[src/source/lsp_defines.svh]
`ifndef LSP_DEFINES_SVH
`define LSP_DEFINES_SVH

////////////////////////////////////////////////////////////////////////////
// Frame geometry and operator constants
////////////////////////////////////////////////////////////////////////////

// Elements per frame (LSP order M)
`define LSP_ORDER 10

// MA predictor modes, one distance lane each
`define NUM_MODES 2

// Left shift before the high half is taken
`define TDIST_SHIFT 4

`endif

[src/source/lspPkg.sv]
`include "lsp_defines.svh"

package lspPkg;

	////////////////////////////////////////////////////////////////////////////
	// Element and result types
	////////////////////////////////////////////////////////////////////////////

	// Names avoid the buf gate keyword
	typedef struct packed {
		logic signed [15:0] bufVal;
		logic signed [15:0] rbuf;
		logic signed [15:0] wegt;
	} lspElement;

	typedef struct packed {
		lspElement  elem;
		logic [3:0] index;
		logic       last;
	} laneElement;

	typedef struct packed {
		logic signed [31:0] distance;
		logic [1:0]         mode;
	} tdistResult;

	////////////////////////////////////////////////////////////////////////////
	// Saturating basic operators
	////////////////////////////////////////////////////////////////////////////

	function automatic logic signed [15:0] sub16(input logic signed [15:0] a,
		input logic signed [15:0] b);
		logic signed [16:0] diff;
		diff = {a[15], a} - {b[15], b};
		if (diff[16] != diff[15])
			return diff[16] ? 16'sh8000 : 16'sh7fff;
		return diff[15:0];
	endfunction

	// Q15 product, only -1 * -1 can overflow
	function automatic logic signed [15:0] mult16(input logic signed [15:0] a,
		input logic signed [15:0] b);
		logic signed [31:0] prod;
		prod = a * b;
		prod = prod >>> 15;
		if (prod > 32'sd32767)
			return 16'sh7fff;
		if (prod < -32'sd32768)
			return 16'sh8000;
		return prod[15:0];
	endfunction

	function automatic logic signed [31:0] lMult(input logic signed [15:0] a,
		input logic signed [15:0] b);
		logic signed [31:0] prod;
		prod = a * b;
		if (prod == 32'sh40000000)
			return 32'sh7fffffff;
		return {prod[30:0], 1'b0};
	endfunction

	function automatic logic signed [31:0] lShl(input logic signed [31:0] x,
		input logic [4:0] n);
		logic signed [63:0] wide;
		wide = {{32{x[31]}}, x};
		wide = wide <<< n;
		if (wide > 64'sd2147483647)
			return 32'sh7fffffff;
		if (wide < -64'sd2147483648)
			return 32'sh80000000;
		return wide[31:0];
	endfunction

	function automatic logic signed [31:0] lAdd(input logic signed [31:0] a,
		input logic signed [31:0] b);
		logic signed [32:0] sum;
		sum = {a[31], a} + {b[31], b};
		if (sum[32] != sum[31])
			return sum[32] ? 32'sh80000000 : 32'sh7fffffff;
		return sum[31:0];
	endfunction

	function automatic logic signed [15:0] extractHigh(input logic signed [31:0] x);
		return x[31:16];
	endfunction

	////////////////////////////////////////////////////////////////////////////
	// fg_sum coefficients per MA mode
	////////////////////////////////////////////////////////////////////////////

	// Rows 2 and 3 cover the four-mode build
	localparam logic signed [15:0] FG_SUM_TABLE [4][`LSP_ORDER] = '{
		'{16'sd7798, 16'sd8447, 16'sd8205, 16'sd8293, 16'sd8126,
		  16'sd8477, 16'sd8447, 16'sd8703, 16'sd9043, 16'sd8604},
		'{16'sd14585, 16'sd18333, 16'sd19772, 16'sd17344, 16'sd16426,
		  16'sd16459, 16'sd15155, 16'sd15220, 16'sd16043, 16'sd15708},
		'{16'sd11020, 16'sd12381, 16'sd12790, 16'sd12107, 16'sd11655,
		  16'sd11842, 16'sd11316, 16'sd11560, 16'sd12218, 16'sd11903},
		'{16'sd20133, 16'sd22410, 16'sd23007, 16'sd21675, 16'sd20981,
		  16'sd20712, 16'sd19854, 16'sd19930, 16'sd20566, 16'sd20247}
	};

	function automatic logic signed [15:0] fgSumCoef(input logic [1:0] mode,
		input logic [3:0] index);
		if (index >= `LSP_ORDER)
			return 16'sd0;
		return FG_SUM_TABLE[mode][index];
	endfunction

endpackage

[src/source/lspFrameFeeder.sv]
`timescale 1ns/100ps
`include "lsp_defines.svh"

module lspFrameFeeder
(
	input  logic                clk,
	input  logic                reset,
	input  logic                sampleStrobe,
	input  lspPkg::lspElement   sample,
	output logic                laneStrobe,
	output lspPkg::laneElement  laneIn
);

	localparam logic [3:0] LAST_INDEX = 4'(`LSP_ORDER - 1);

	logic [3:0] count;

	////////////////////////////////////////////////////////////////////////////
	// Element counter
	////////////////////////////////////////////////////////////////////////////

	// Frame boundaries are set here only
	always_ff @(posedge clk)
	begin
		if (reset)
			count <= 4'd0;
		else if (sampleStrobe)
		begin
			if (count == LAST_INDEX)
				count <= 4'd0;
			else
				count <= count + 4'd1;
		end
	end

	////////////////////////////////////////////////////////////////////////////
	// Tagged element register
	////////////////////////////////////////////////////////////////////////////

	always_ff @(posedge clk)
	begin
		if (reset)
			laneStrobe <= 1'b0;
		else
			laneStrobe <= sampleStrobe;
	end

	// Payload only moves on a strobe
	always_ff @(posedge clk)
	begin
		if (sampleStrobe)
		begin
			laneIn.elem  <= sample;
			laneIn.index <= count;
			laneIn.last  <= (count == LAST_INDEX);
		end
	end

endmodule

[src/source/tdistLane.sv]
`timescale 1ns/100ps
`include "lsp_defines.svh"

module tdistLane
#(
	parameter int MODE = 0
)
(
	input  logic                clk,
	input  logic                reset,
	input  logic                laneStrobe,
	input  lspPkg::laneElement  laneIn,
	output logic                doneStrobe,
	output logic signed [31:0]  laneDistance
);

	localparam logic [4:0] SHIFT = 5'(`TDIST_SHIFT);

	// Stage 1 state
	logic               s1Valid;
	logic               s1First;
	logic               s1Last;
	logic signed [15:0] s1Val;
	logic signed [15:0] s1Wegt;

	// Stage 2 state
	logic               s2Valid;
	logic               s2First;
	logic               s2Last;
	logic signed [15:0] s2Val;
	logic signed [15:0] s2Prod;

	logic signed [31:0] acc;

	////////////////////////////////////////////////////////////////////////////
	// Valid bits
	////////////////////////////////////////////////////////////////////////////

	always_ff @(posedge clk)
	begin
		if (reset)
		begin
			s1Valid <= 1'b0;
			s2Valid <= 1'b0;
		end
		else
		begin
			s1Valid <= laneStrobe;
			s2Valid <= s1Valid;
		end
	end

	////////////////////////////////////////////////////////////////////////////
	// Stage 1 and 2 datapath
	////////////////////////////////////////////////////////////////////////////

	// Scaled difference (buf - rbuf) * fg_sum
	always_ff @(posedge clk)
	begin
		s1Val   <= lspPkg::mult16(lspPkg::sub16(laneIn.elem.bufVal, laneIn.elem.rbuf),
			lspPkg::fgSumCoef(2'(MODE), laneIn.index));
		s1Wegt  <= laneIn.elem.wegt;
		s1First <= (laneIn.index == 4'd0);
		s1Last  <= laneIn.last;
	end

	// Weighted term, high half after the shift
	always_ff @(posedge clk)
	begin
		s2Prod  <= lspPkg::extractHigh(lspPkg::lShl(lspPkg::lMult(s1Wegt, s1Val), SHIFT));
		s2Val   <= s1Val;
		s2First <= s1First;
		s2Last  <= s1Last;
	end

	////////////////////////////////////////////////////////////////////////////
	// Stage 3 accumulator
	////////////////////////////////////////////////////////////////////////////

	// Element 0 restarts the sum, so no start pulse is needed
	always_ff @(posedge clk)
	begin
		if (reset)
		begin
			acc        <= 32'sd0;
			doneStrobe <= 1'b0;
		end
		else
		begin
			doneStrobe <= s2Valid && s2Last;
			if (s2Valid)
				acc <= lspPkg::lAdd(s2First ? 32'sd0 : acc, lspPkg::lMult(s2Prod, s2Val));
		end
	end

	assign laneDistance = acc;

endmodule

[src/source/tdistSelector.sv]
`timescale 1ns/100ps
`include "lsp_defines.svh"

module tdistSelector
(
	input  logic                    clk,
	input  logic                    reset,
	input  logic [`NUM_MODES-1:0]   doneStrobe,
	input  logic signed [31:0]      laneDistance [`NUM_MODES],
	output logic                    resultStrobe,
	output lspPkg::tdistResult      result
);

	logic               allDone;
	logic signed [31:0] minDist;
	logic [1:0]         minMode;

	// Lanes run in lockstep, so the strobes coincide
	assign allDone = &doneStrobe;

	////////////////////////////////////////////////////////////////////////////
	// Minimum search
	////////////////////////////////////////////////////////////////////////////

	// Strict compare keeps the lowest mode on a tie
	always_comb
	begin
		minDist = laneDistance[0];
		minMode = 2'd0;
		for (int i = 1; i < `NUM_MODES; i++)
		begin
			if (laneDistance[i] < minDist)
			begin
				minDist = laneDistance[i];
				minMode = 2'(i);
			end
		end
	end

	////////////////////////////////////////////////////////////////////////////
	// Result register
	////////////////////////////////////////////////////////////////////////////

	always_ff @(posedge clk)
	begin
		if (reset)
			resultStrobe <= 1'b0;
		else
			resultStrobe <= allDone;
	end

	always_ff @(posedge clk)
	begin
		if (allDone)
		begin
			result.distance <= minDist;
			result.mode     <= minMode;
		end
	end

endmodule

[src/source/lspDistanceTop.sv]
`timescale 1ns/100ps
`include "lsp_defines.svh"

module lspDistanceTop
(
	input  logic                clk,
	input  logic                reset,
	input  logic                sampleStrobe,
	input  lspPkg::lspElement   sample,
	output logic                resultStrobe,
	output lspPkg::tdistResult  result
);

	logic                   laneStrobe;
	lspPkg::laneElement     laneIn;
	logic [`NUM_MODES-1:0]  doneStrobe;
	logic signed [31:0]     laneDistance [`NUM_MODES];

	// Counts and tags elements for all lanes
	lspFrameFeeder feeder
	(
		.clk          (clk),
		.reset        (reset),
		.sampleStrobe (sampleStrobe),
		.sample       (sample),
		.laneStrobe   (laneStrobe),
		.laneIn       (laneIn)
	);

	// One distance lane per MA mode
	for (genvar MODE = 0; MODE < `NUM_MODES; MODE++)
	begin : laneGen
		tdistLane #(.MODE(MODE)) lane
		(
			.clk          (clk),
			.reset        (reset),
			.laneStrobe   (laneStrobe),
			.laneIn       (laneIn),
			.doneStrobe   (doneStrobe[MODE]),
			.laneDistance (laneDistance[MODE])
		);
	end

	tdistSelector selector
	(
		.clk          (clk),
		.reset        (reset),
		.doneStrobe   (doneStrobe),
		.laneDistance (laneDistance),
		.resultStrobe (resultStrobe),
		.result       (result)
	);

endmodule

[config.mk]
export PLATFORM = sky130hd
export DESIGN_NAME = lspDistanceTop
export DESIGN_NICKNAME = d
export VERILOG_FILES = /design/src/source/lspPkg.sv /design/src/source/lspFrameFeeder.sv /design/src/source/tdistLane.sv /design/src/source/tdistSelector.sv /design/src/source/lspDistanceTop.sv
export VERILOG_INCLUDE_DIRS = /design/src /design/src/source
export SDC_FILE = /design/constraint.sdc
export NUM_CORES = 2
export LEC_CHECK = 0
export BUFFER_PORTS_ARGS = -buffer_cell sky130_fd_sc_hd__clkbuf_2
export CORE_MARGIN = 2
export CORE_UTILIZATION = 45
export DETAILED_ROUTE_END_ITERATION = 16
export PLACE_DENSITY = 0.7
export SLEW_MARGIN = 20
export SYNTH_ARGS = -nofsm -noshare
export SYNTH_HDL_FRONTEND = slang
export SYNTH_SLANG_ARGS = --single-unit
[constraint.sdc]
create_clock -name clk -period 11.66 [get_ports clk]
set_input_delay 0.583 -clock clk [delete_from_list [all_inputs] [get_ports clk]]
set_output_delay 0.583 -clock clk [all_outputs]
set_load 0.02 [all_outputs]
==> results.txt <==
----------------------------------------------------
[Clock tree]
  CTS tree ... yes
  Clock input transition at the sequential cells of the worst setup and hold paths ... 60 ps
  Maximum buffer depth of the clock tree ... 3
  H-tree lvl count ... 2
  Clock sink total ... 275
  Clock Tree Root ... sky130_fd_sc_hd__clkbuf_16
  Clock buffers created by TritonCTS ... 37
  Post CTS Setup Buffer Count ... 0
  Clock latency on the worst-skew pair ... 630 ps
  Post-CTS Hold Fix Bufs ... 0
  Cells resized by post-CTS repair ... 0

[Setup path]
  Slowest stage delay, CP ... 680 ps
  Kind of start point of the critical path ... flop
  Slowest CP cell ... sky130_fd_sc_hd__dfxtp_1
  Most common cell on crit path ... sky130_fd_sc_hd__fa_1
  Kind of end point of the critical path ... flop
  Kind of critical path ... reg -> reg
  CP Data Arrival Time ... 11740 ps
  Worst Path Required ... 12190 ps
  Critical path peak fanout ... 32

[Floorplanning]
  Placement row count ... 147
  Die Area ... 0.164 mm2
  Horizontal extent of the die ... 405 um
  DIE HEIGHT ... 405 um
  Ports ... 86
  Effective utilization at floorplan ... 0.452
  Placeable core region ... 0.160 mm2

[Synthesis]
  Number of instances in the synthesized netlist ... 8036
  Synth area leader ... sky130_fd_sc_hd__fa_1
  Ys flop type ... sky130_fd_sc_hd__dfxtp_1
  Number of distinct library cells after synthesis ... 97
  Fraction of registers with async set/reset ... 0
  Number of synthesis warnings ... 0
  Total nets after synthesis ... 10200
  Number of enable-type register cells in the synthesized netlist ... 86
  Average cell area after synthesis ... 9.00 um2
  Leading cell types by total area after synthesis ... sky130_fd_sc_hd__fa_1 (42%), sky130_fd_sc_hd__ha_1 (10%), sky130_fd_sc_hd__inv_1 (8.9%), sky130_fd_sc_hd__dfxtp_1 (5.2%), sky130_fd_sc_hd__nand2_1 (4.8%)
  Netlist Area Pre-Place ... 0.0723 mm2
  Number of synthesized register bits ... 275
  Fraction of synthesized cell area taken by the top area cell type ... 0.421
  Post-synthesis sequential area ratio ... 0.0880

[Cells and area]
  Area Overhead vs Synth ... 5.43%
  Ratio of cells with drive above 1 in the final layout ... 0.0415
  Final design utilization ... 0.476
  Final instance area ... 0.0762 mm2
  Filler cell count in the final layout ... 15000
  Fin cells ... 10100
  Layout Nets ... 10100

[Placed design]
  Placed insts ... 9995
  Cell area reported after detailed placement ... 0.0749 mm2
  Estimated wirelength of the detail-placed design ... 153000 um
  Quantity of I/O buffers inserted on ports ... 84
  Global placement routability congestion ... 0.948

[Worst hold path]
  Hold Crit Class ... in -> reg

[Timing]
  Relative slew slack ... 0.237
  Accumulated negative setup slack ... 0 ps
  Final worst path period need ... 11210 ps
  Peak clock frequency supported by timing ... 89.2 MHz
  Final hold violation count ... 0
  Unrepaired setup endpoints after global routing ... no
  Period utilisation layout ... 0.961
  Total count of max-transition violations in the final report ... 0
  Final Skew ... 27.3 ps
  # setup viols final ... 0
  Slew at the pin closest to its max-slew limit ... 1140 ps

[Route]
  Post-detailed-routing wire length ... 184000 um
  Initial DRC Count ... 3880
  Drt pass-1 iters ... 8
  Total DRC errors in the routed layout ... 0
  Via total after detailed routing ... 54100
  Per-cell via count in the routed design ... 5.38
  Post-DR wirelength/cell ... 18.3 um
  Count of nets left with antenna violations after detail routing ... 0

[Status]
  Run status ... complete, no violations

[Global routing]
  GRT Resource Usage Total ... 0.233
  GRT overflow ... 0
  Vias in the first global route ... 57900
  Number of antenna violations at the first check in global routing ... 1
  Largest net degree at the start of global routing ... 116
  Wire length of the first global-routing pass ... 306000 um

[Flow run]
  Max-Cap Viols ... 0

----------------------------------------------------
==> cells in the final DEF, fill, tap and decap left out, types with 152 or more instances in the layout <==
cell type and count:
sky130_fd_sc_hd__inv_1 1724, sky130_fd_sc_hd__fa_1 1521, sky130_fd_sc_hd__nand2_1 920, sky130_fd_sc_hd__ha_1 604
sky130_fd_sc_hd__nor2_1 500, sky130_fd_sc_hd__and2_1 492, sky130_fd_sc_hd__o21ai_0 204, sky130_fd_sc_hd__a21oi_1 191
sky130_fd_sc_hd__dfxtp_1 185, sky130_fd_sc_hd__xnor2_1 152
==> layout make-up <==
| type | count | area [um2] | share of cell area |
|---|---|---|---|
| antenna | 2 | 5.00 | 0.0000656 |
| clock buffer | 44 | 993 | 0.0130 |
| clock inverter | 24 | 340 | 0.00446 |
| inverter | 1724 | 6470 | 0.0849 |
| multi-input combinational | 5740 | 58400 | 0.765 |
| sequential | 275 | 6370 | 0.0836 |
| tap | 2086 | 2610 | 0.0342 |
| timing repair buffer | 170 | 1090 | 0.0143 |
==> kinds of logic after synthesis <==
family	Yosys count	synth area share
compound gates	923	0.0848
buf+inv	2021	0.106
flops	275	0.0880
simple gates	2393	0.158
other cells	1	0.0000519
xor+xnor	231	0.0280
fa+ha+maj	2143	0.528
mux	49	0.00741
==> metal layers <==
metal  vias up  global-route usage  share of wire
met5         -                   0       0.000060
met4         2              0.0790          0.037
met3       344              0.0322          0.070
met2      1925               0.385           0.47
met1     27300               0.314           0.42
li1      24600                   -              -
==> flip-flops by register name (all words and copies together), names as in the netlist <==
name	count
laneGen.lane.s2Valid	1
laneGen.lane.doneStrobe	1
feeder.laneStrobe	1
feeder.laneIn	53
laneGen.lane.s1First	1
laneGen.lane.s1Valid	1
laneGen.lane.s1Wegt	16
feeder.count	4
laneGen.lane.s1Last	1
laneGen.lane.s2Prod	32
selector.result	33
laneGen.lane.s2Last	1
laneGen.lane.laneDistance	64
selector.resultStrobe	1
laneGen.lane.s2First	1
laneGen.lane.s1Val	32
laneGen.lane.s2Val	32
==> final timing paths <==
| kind | from | endpoint | slack (ps) | cells past startpoint |
|---|---|---|---|---|
| worst max-delay path | laneGen[0].lane.s2Val[1] | laneGen[0].lane.laneDistance[9] | 450 | 33 |
| worst min register to register | laneGen[1].lane.s1First | laneGen[1].lane.s2First | 330 | 0 |
| worst max register to register | laneGen[0].lane.s2Val[1] | laneGen[0].lane.laneDistance[9] | 450 | 33 |
| worst min-delay path | sample[38] | feeder.laneIn[43] | 130 | 1 |
==> cell usage after synthesis (all sizes together), types with 18 or more instances <==
cell and n:
and3 31, maj3 18, o22ai 25, mux2 33, dfxtp 189, nand3 57, fa 1521, or3 20
nand2 922, a21o 88, xor2 79, a211oi 68, clkbuf 274, o21a 64, nor3 68, and2 492
a21oi 192, buf 23, nor2b 75, xnor2 152, ha 604, inv 1724, a31oi 31, edfxtp 86
o21ai 217, o211ai 26, nand2b 93, nor2 501, or2 21, o21bai 25, nand4 35, a311oi 26
==> worst max-delay path, delay by kind of cell, from the launching register on <==
kind / cells / cell delay (ps)
AO/OA/AOI/OAI: 13 / 3210
adder cells (fa/ha/maj): 8 / 3910
buffers and inverters: 4 / 430
flip-flops: 1 / 680
AND/OR/NAND/NOR: 8 / 2880
==> stage by stage <==
stage / hold slack, ps / setup slack, ps
floorplan: 310 / 1810
global placement: 312 / 759
detailed placement: 315 / 481
CTS: 96.4 / 483
global route: 107 / 9.78
finish: 134 / 450
Power is not shown: default switching activity piles up to over one toggle a cycle in this logic, so the estimate is an artifact.
